<file path="src/ex_pkg.sv">
//////////////////////////////////////////////////////////////////////
// Shared widths, ALU function codes and multiplier depth for the
// execute stage. Function encodings follow the Alpha-style decoder
// upstream; codes not listed here produce a zero result.
// mult_stages must be at least 2 and must divide data_w evenly.
//////////////////////////////////////////////////////////////////////

package ex_pkg;

  //////////////////////////////////////////////////////////////////////
  // Widths
  //////////////////////////////////////////////////////////////////////
  localparam int data_w    = 64;  // Operand and result width
  localparam int prf_idx_w = 6;   // Physical register tag
  localparam int rob_idx_w = 5;   // Reorder buffer index
  localparam int func_w    = 5;   // ALU function code

  //////////////////////////////////////////////////////////////////////
  // Function codes
  //////////////////////////////////////////////////////////////////////
  typedef enum logic [func_w-1:0] {
    func_add    = 5'h00,
    func_sub    = 5'h01,
    func_and    = 5'h02,
    func_or     = 5'h04,
    func_xor    = 5'h06,
    func_srl    = 5'h08,  // Shift amount from opb[5:0]
    func_sll    = 5'h09,
    func_mulq   = 5'h0b,  // Low half of product, multiplier only
    func_cmpeq  = 5'h0c,  // Result is 1 or 0
    func_cmpult = 5'h0f   // Unsigned less-than
  } alu_func_t;

  //////////////////////////////////////////////////////////////////////
  // Multiplier
  //////////////////////////////////////////////////////////////////////
  localparam int mult_stages = 4;

  // Bits of the multiplier consumed per pipeline stage
  localparam int mult_chunk_w = data_w / mult_stages;

  // Shift amount field of operand b
  localparam int shamt_w = 6;

endpackage

</file>
<file path="src/ex_cdb_arbiter.sv">
//////////////////////////////////////////////////////////////////////
// Fixed-priority merge of the ALU and multiplier results onto one
// registered CDB port. The multiplier always wins a tie, so a steady
// stream of multiplies can hold the ALU off the bus.
//////////////////////////////////////////////////////////////////////

`timescale 1ns/10ps

module ex_cdb_arbiter (
  input  logic                         clock,
  input  logic                         reset,
  input  logic                         alu_valid,
  output logic                         alu_ready,
  input  logic [ex_pkg::data_w-1:0]    alu_value,
  input  logic [ex_pkg::prf_idx_w-1:0] alu_pdest,
  input  logic [ex_pkg::rob_idx_w-1:0] alu_rob_idx,
  input  logic                         mult_valid,
  output logic                         mult_ready,
  input  logic [ex_pkg::data_w-1:0]    mult_value,
  input  logic [ex_pkg::prf_idx_w-1:0] mult_pdest,
  input  logic [ex_pkg::rob_idx_w-1:0] mult_rob_idx,
  output logic                         cdb_valid,
  input  logic                         cdb_ready,
  output logic [ex_pkg::data_w-1:0]    cdb_value,
  output logic [ex_pkg::prf_idx_w-1:0] cdb_pdest,
  output logic [ex_pkg::rob_idx_w-1:0] cdb_rob_idx
);

  import ex_pkg::*;

  logic                 room;       // CDB register empty or draining
  logic [data_w-1:0]    sel_value;
  logic [prf_idx_w-1:0] sel_pdest;
  logic [rob_idx_w-1:0] sel_rob_idx;

  assign room = ~cdb_valid | cdb_ready;

  // Only the source actually taken sees ready
  assign mult_ready = room;
  assign alu_ready  = room & ~mult_valid;

  assign sel_value   = mult_valid ? mult_value   : alu_value;
  assign sel_pdest   = mult_valid ? mult_pdest   : alu_pdest;
  assign sel_rob_idx = mult_valid ? mult_rob_idx : alu_rob_idx;

  always_ff @(posedge clock)
  begin
    if (reset)
    begin
      cdb_valid <= 1'b0;
    end
    else if (room)
    begin
      cdb_valid <= mult_valid | alu_valid;
    end
  end

  // Payload holds while the consumer stalls
  always_ff @(posedge clock)
  begin
    if (room && (mult_valid || alu_valid))
    begin
      cdb_value   <= sel_value;
      cdb_pdest   <= sel_pdest;
      cdb_rob_idx <= sel_rob_idx;
    end
  end

endmodule

</file>
<file path="config.mk">
export PLATFORM = sky130hd
export DESIGN_NAME = ex_cdb_arbiter
export DESIGN_NICKNAME = d
export VERILOG_FILES = /design/src/ex_pkg.sv /design/src/ex_cdb_arbiter.sv
export SDC_FILE = /design/constraint.sdc
export NUM_CORES = 1
export LEC_CHECK = 0
export BUFFER_PORTS_ARGS = -buffer_cell sky130_fd_sc_hd__buf_2
export CORE_MARGIN = 3
export CORE_UTILIZATION = 37
export CTS_CLUSTER_DIAMETER = 50
export DETAILED_ROUTE_END_ITERATION = 10
export GPL_TIMING_DRIVEN = 0
export PLACE_DENSITY = 0.75
export SYNTH_ARGS = -nofsm -noshare
export SYNTH_HDL_FRONTEND = slang
export SYNTH_SLANG_ARGS = --single-unit
</file>
<file path="constraint.sdc">
create_clock -name clock -period 4.3 [get_ports clock]
set_clock_uncertainty 0.15 [all_clocks]
set_input_delay 0.43 -clock clock [delete_from_list [all_inputs] [get_ports clock]]
set_output_delay 0.43 -clock clock [all_outputs]
set_load 0.05 [all_outputs]
</file>
==> flow_summary_export.csv, run 1 <==
group,metric,value,unit
drt,wl_per_cell,15.83,um
global_routing,grt_max_degree,30,
power_and_ir_drop,p_int,0.001500,W
clock_network,clockRootBuffer,"clkbuf_8",
placement,hpwlAfterDp,6741,um
hold_path,min_path_cells,2,
sta,hold_slack,100.3,ps
run_status,status,"completed",
worst_setup_path,worstSetupPathType,"in2reg",
sta,rsz0062_at_grt,"false",
placement,gp_congestion,0.7725,
synth,ys_seq_area_frac,0.6835,
synth,synth_xor_area_frac,0,
worst_setup_path,regToRegEndpoint,"cdb_value[17]",
clock_network,postCtsResizedCells,0,
layout,drive_gt1_frac,0.7995,
clock_network,cts_htree_levels,3,
worst_setup_path,max_stage_delay,640,ps
worst_setup_path,critPathSlowestCell,"nor2_4",
synth,synthMuxAreaShare,0.2857,
layout,syn_to_final_growth,47.95,%
sta,max_slew.worst_pin.slew,830.3,ps
synth,ys_dominant_reg_cell,"edfxtp_1",
synth,async_flop_share,0,
sta,setup_violations,0,
drt,vias_per_cell,4.514,
sta,finalHoldViolCount,0,
floorplan,die-area,10160,um2
sta,setup_tns,0,ps
synth,synth_common_cells,"edfxtp_1 (75), mux2_2 (47), mux2_4 (28)",
floorplan,die_x,100.8,um
hold_path,min_to,"cdb_valid",
clock_network,cts_setup_buffers,0,
clock_network,clk_latency,330,ps
power_and_ir_drop,power.switching,0.0005915,W
synth,yosysTopAreaCell,"edfxtp_1",
synth,synth_top_family_by_area,"multiplexers",
run,drv_cap,0,
placement,io_buffer_count,231,
synth,synth_adder_area_share,0,
drt,first_iter_violations,54,
global_routing,grt_first_pass_wirelength,11760,um
drt,dr.pass1.iters,4,
sta,maxSlewHeadroom,0.4451,
worst_setup_path,cpMostUsedCell,"buf_6",
synth,synth-seq-cells,76,
worst_setup_path,r2r-start,"cdb_valid",
layout,nNetsFinal,565,
global_routing,overflow,0,
sta,final.period_utilization,0.4728,
sta,max_freq,0.4918,GHz
synth,yosys.area_share.simple,0.005269,
synth,synth_fp_nets,321,
power_and_ir_drop,clkPwrFrac,0.326,
clock_network,cts_buffer_depth,2,
synth,synth_compound_area_frac,0.001505,
power_and_ir_drop,leakage,2.283,nW
synth,synth.area.top_cells,"edfxtp_1 (68%), mux2_2 (16%), mux2_4 (13%), buf_6 (1.7%), buf_2 (0.60%)",
drt,ant_nets,0,
synth,synth_edf_count,75,
power_and_ir_drop,powerDensity,425.3,nW/um2
synth,ys_warn_count,0,
power_and_ir_drop,comb_power_share,0.238,
worst_setup_path,start_kind,"input pin",
synth,synthCells,166,
clock_network,cts_tree,"built",
worst_setup_path,path_cells,"buf_6, buf_6, buf_6, nor2_1, nor2_4, buf_12",
worst_setup_path,path_buf_inv,4,
hold_path,min_from,"reset",
power_and_ir_drop,share_seq_of_total_power,0.436,
drt,drcViolationCount,0,
worst_setup_path,cp_max_fo,29,
synth,synth_top_area_share,0.6775,
power_and_ir_drop,swShare,0.2828,
power_and_ir_drop,ir_drop,0.0001938,V
hold_path,hold_path_class,"in2reg",
global_routing,antenna_found_initial,0,
clock_network,cts_made_buffers,9,
worst_setup_path,reg2reg_slack,2400,ps
floorplan,coreArea,8464,um2
global_routing,track_usage,0.1552,
synth,synth_area_per_cell,20.03,um2
floorplan,row_count,33,
layout,antennaDiodeCount,0,
drt,vias,2343,
clock_network,cts_sinks,76,
sta,min_period,2033,ps
worst_setup_path,cp_top_family,"simple AND/OR/NAND/NOR gates",
synth,syn_area,3324,um2
floorplan,start_util,0.3928,
worst_setup_path,crit_required,4170,ps
worst_setup_path,endpoint_kind,"flip-flop",
synth,post_synth_num_cell_types,10,
clock_network,cts.clk_slew.worst_paths,80,ps
sta,slew_viol_final,0,
global_routing,grt_pass1_vias,2480,
worst_setup_path,r2r_cells,3,
drt,drt_wl_total,8218,um
floorplan,die_y,100.8,um
synth,yosysMostFrequentCell,"edfxtp_1",
clock_network,hold_buffers,0,
floorplan,ios,233,
worst_setup_path,crit_arrival,1910,ps
-- stage by stage --
step | area [um2] | instances | utilization | total power [W] | setup slack [ps]
final | 4918 | 519 | 0.5811 | 0.002092 | 2267
after global routing | 4918 | 519 | 0.5811 | 0.002178 | 2157
after CTS | 4918 | 519 | 0.5811 | 0.002119 | 2237
after detailed placement | 4667 | 504 | 0.5514 | 0.001434 | 1879
after floorplan | 3327 | 166 | - | 0.001276 | 898.7
after global placement | 4614 | 502 | 0.5452 | 0.001417 | 78.40
-- state kept, by name, indices dropped and copies added, names as in the netlist --
name and flops:
cdb_pdest 6, cdb_rob_idx 5, cdb_valid 1, cdb_value 64
-- power by group through the flow --
stage	logic [W]	clock network, W	registers (W)
after floorplan	0.000110	0	0.00117
after CTS	0.000505	0.000701	0.000913
after detailed placement	0.000504	0	0.000930
after global routing	0.000525	0.000735	0.000918
final	0.000499	0.000681	0.000912
after global placement	0.000486	0	0.000930
-- per-layer routing --
metal	vias up	share of wire	global-route usage
li1	1130	-	-
met3	16	0.11	0.05190
met4	0	0.023	0.07047
met5	-	0	0
met2	144	0.55	0.3033
met1	1053	0.32	0.1413
-- worst register-to-register path, stage by stage (launching register included) --
cell and delay [ps]:
dfxtp_1 310, nor2b_1 170, nor2_4 670, buf_12 280
-- cells by family (layout without fill, tap and decap cells) --
kind of cell           Yosys count  count (layout)
AOI/OAI and AO/OA                1               1
muxes                           75              75
DFF                             76              76
and+or+nand+nor                  4               4
buffers and inverters           10             258
-- worst max-delay path by stage --
stage / from / to / slack (ps) / cells after the start
after detailed placement: mult_valid / cdb_value[51] / 1880 / 6
after CTS: mult_valid / cdb_value[52] / 2240 / 6
after global routing: mult_valid / cdb_value[17] / 2160 / 6
after global placement: mult_valid / cdb_value[10] / 80 / 5
final: mult_valid / cdb_value[17] / 2270 / 6
after floorplan: mult_valid / cdb_pdest[0] / 900 / 5
-- cells in the final DEF (no fill, tap or decap) --
master and instances:
buf_16 1, nor2_1 2, buf_6 5, edfxtp_1 75
mux2_4 28, nor2b_1 1, mux2_2 47, buf_2 235
dfxtp_1 1, a21oi_1 1, inv_1 1, clkinv_1 2
nor2_4 1, bufinv_16 4, buf_12 1, clkbuf_8 9
-- final cells by class --
type	instances	area [um2]
Multi-Input combinational cell	80	979.7
Inverter	1	3.754
Buffer	9	76.32
Clock buffer	9	123.9
Clock inverter	6	127.6
Sequential cell	76	2272
Timing Repair Buffer	233	1204
Fill cell	690	3546
Tap cell	105	131.4
Power figures use the tool's default switching activity.
==> inputs of run 2 (changes only) <==
- clock period: 4.3 -> 1.65 ns (I/O delays scaled with it)
==> run 2 against run 1 <==
  * Synthesized area is the same
  * The run now fails in 4_1_cts
  * Synthesized cell count is the same
==> flow_summary_export.csv, run 2 <==
group,metric,value,unit
run_status,status,"aborted with a tool error",
run_status,failing_step,"4_1_cts",
run_status,tool.error,"[ERROR RSZ-0060] Max buffer count reached.",
placement,gp_congestion,0.7229,
synth,async_flop_share,0,
placement,hpwlAfterDp,6623,um
synth,ys_dominant_reg_cell,"edfxtp_1",
clock_network,hold_buffers,105,
synth,yosysMostFrequentCell,"edfxtp_1",
placement,io_buffer_count,231,
synth,yosysTopAreaCell,"edfxtp_1",
synth,synth_edf_count,75,
synth,synth_fp_nets,321,
clock_network,postCtsResizedCells,0,
placement,placed_cells,504,
clock_network,cts_setup_buffers,2,
clock_network,cts_htree_levels,3,
floorplan,die_y,100.8,um
synth,synth-seq-cells,76,
synth,syn_area,3324,um2
clock_network,cts_sinks,76,
clock_network,cts_buffer_depth,2,
synth,synth_area_per_cell,20.03,um2
floorplan,die_x,100.8,um
floorplan,row_count,33,
clock_network,clockRootBuffer,"clkbuf_8",
placement,dp_slack,-315.5,ps
synth,synthCells,166,
placement,placed_area,4692,um2
clock_network,cts_made_buffers,9,
synth,synth_top_area_share,0.6775,
synth,post_synth_num_cell_types,10,
floorplan,start_util,0.3928,
synth,synth.area.top_cells,"edfxtp_1 (68%), mux2_2 (16%), mux2_4 (13%), buf_6 (1.7%), buf_2 (0.60%)",
synth,ys_seq_area_frac,0.6835,
synth,ys_warn_count,0,
floorplan,ios,233,
synth,synth_common_cells,"edfxtp_1 (75), mux2_2 (47), mux2_4 (28)",
-- run 2: cell counts after synthesis --
Identical to the previous run, type by type.
-- run 2: metrics by stage --
step	TNS (ps)	hold slack, ps
after detailed placement	-17920	162.5
after global placement	-79640	164.5
after floorplan	-44900	74.36
-- run 2: cells by family after synthesis --
group                  after synthesis  share of synthesized area
buffers and inverters               10                    0.02409
AND/OR/NAND/NOR                      4                   0.005270
flip-flops                          76                     0.6835
multiplexers                        75                     0.2857
AO/OA/AOI/OAI                        1                   0.001504
==> inputs of run 3 (changes only) <==
- CORE_UTILIZATION: 37 -> 24
- CTS_CLUSTER_DIAMETER: 50 -> not set
- PLACE_DENSITY: 0.75 -> not set
- PLACE_DENSITY_LB_ADDON: not set -> 0.15
- clock period: 1.65 -> 2.1 ns (I/O delays scaled with it)
==> run 3 against run 2 <==
  * The run now ends clean
==> flow_summary_export.csv, run 3 (synthesized netlist as in run 1, its figures left out) <==
group,metric,value,unit
sta,setup_tns,0,ps
global_routing,grt_max_degree,29,
floorplan,coreArea,13400,um2
sta,setup_violations,0,
placement,io_buffer_count,231,
run_status,status,"completed",
sta,maxSlewHeadroom,0.5735,
sta,rsz0062_at_grt,"false",
placement,placed_area,4776,um2
power_and_ir_drop,leakage,2.320,nW
sta,finalWorstSetupSlack,221.2,ps
clock_network,cts_tree,"built",
power_and_ir_drop,powerDensity,882.4,nW/um2
run,drv_cap,0,
worst_setup_path,worstSetupPathType,"reg2reg",
clock_network,cts_buffer_depth,2,
floorplan,row_count,42,
global_routing,antenna_found_initial,0,
layout,drive_gt1_frac,0.7967,
drt,wl_per_cell,14.78,um
hold_path,hold_path_class,"in2reg",
layout,fin_area,5110,um2
layout,final_common_cell,"buf_2",
drt,drcViolationCount,0,
floorplan,die_y,123.7,um
power_and_ir_drop,ir_drop,0.0003523,V
worst_setup_path,r2r-start,"cdb_valid",
global_routing,grt_pass1_vias,2307,
worst_setup_path,crit_path_start,"cdb_valid",
sta,max_freq,0.5323,GHz
layout,nNetsFinal,568,
clock_network,cts_made_buffers,9,
layout,regMostFlops,"cdb_value",
clock_network,cts_sinks,76,
clock_network,postCtsResizedCells,0,
hold_path,min_from,"mult_value[49]",
clock_network,clk_latency,330,ps
drt,drt_wl_total,8780,um
floorplan,die_x,123.7,um
layout,finalCoreUtilization,0.3813,
layout,syn_to_final_growth,53.71,%
power_and_ir_drop,power,0.004509,W
sta,slew_viol_final,0,
worst_setup_path,endpoint_kind,"flip-flop",
clock_network,cts_htree_levels,3,
sta,min_period,1879,ps
worst_setup_path,crit_required,1980,ps
floorplan,ios,233,
worst_setup_path,crit_arrival,1760,ps
clock_network,cts.clk_slew.worst_paths,60,ps
layout,final_cell_mix,"buf_2 (235), edfxtp_1 (75), mux2_2 (47), mux2_4 (28), clkbuf_16 (9)",
clock_network,clockRootBuffer,"clkbuf_16",
global_routing,track_usage,0.1059,
layout,antennaDiodeCount,0,
floorplan,start_util,0.2481,
floorplan,die-area,15300,um2
worst_setup_path,cp_max_fo,28,
placement,gp_congestion,0.7431,
global_routing,overflow,0,
drt,first_iter_violations,71,
worst_setup_path,start_kind,"flip-flop",
sta,final.period_utilization,0.8946,
layout,nFillCells,1285,
placement,hpwlAfterDp,6872,um
sta,max_slew.worst_pin.slew,639.0,ps
sta,finalHoldViolCount,0,
drt,ant_nets,0,
drt,vias_per_cell,3.975,
drt,dr.pass1.iters,4,
drt,vias,2361,
placement,dp_slack,-213.8,ps
layout,top_regs,"cdb_value: 64 flops, cdb_pdest: 6 flops, cdb_rob_idx: 5 flops",
layout,largest_reg_flops,64,
global_routing,grt_first_pass_wirelength,11670,um
-- run 3: worst max-delay path, stage by stage (launching register included) --
cell and delay, ps:
dfxtp_2 310, nor2b_1 200, nor2_4 430, buf_16 240
buf_12 210
-- run 3: final timing paths --
| path | to | slack [ps] | depth (start not counted) |
|---|---|---|---|
| setup / recovery | cdb_value[12] | 220 | 4 |
| hold / removal | cdb_value[49] | 20 | 2 |
| setup reg to reg | cdb_value[12] | 220 | 4 |
| hold reg to reg | cdb_valid | 560 | 3 |
-- run 3: layout make-up --
| cell class | instances | area [um2] | area share |
|---|---|---|---|
| Buffer | 9 | 87.58 | 0.01714 |
| Tap cell | 176 | 220.2 | 0.04309 |
| Multi-Input combinational cell | 81 | 993.5 | 0.1944 |
| Timing Repair Buffer | 235 | 1224 | 0.2395 |
| Inverter | 1 | 3.754 | 0.0007346 |
| Sequential cell | 76 | 2273 | 0.4449 |
| Clock buffer | 10 | 229.0 | 0.04481 |
| Clock inverter | 6 | 78.83 | 0.01543 |
-- run 3: where the power goes --
group | total [W] | internal, W | switching [W]
registers | 0.00187 | 0.00184 | 0.0000282
logic | 0.00104 | 0.000347 | 0.000692
clock network | 0.00160 | 0.00103 | 0.000576
-- run 3: routing by layer --
metal  vias up  global-route usage  share of wire
li1       1145                   -              -
met1      1047              0.1070           0.37
met2       156              0.1801           0.47
met3        13             0.04814           0.13
met4         0             0.06021          0.022
met5         -                   0              0
-- run 3: per-stage QoR --
| stage | instances | hold WS, ps |
|---|---|---|
| after floorplan | 166 | 121.7 |
| after global placement | 573 | 210.0 |
| after detailed placement | 575 | 210.8 |
| after CTS | 593 | 1.113 |
| after global routing | 594 | 1.756 |
| final | 594 | 23.75 |
-- run 3: repair_timing --
item                                    CTS  global route
hold endpoints to repair                  2             0
setup buffers                             0             0
hold buffers                              2             0
endpoints found under the setup margin    0            28
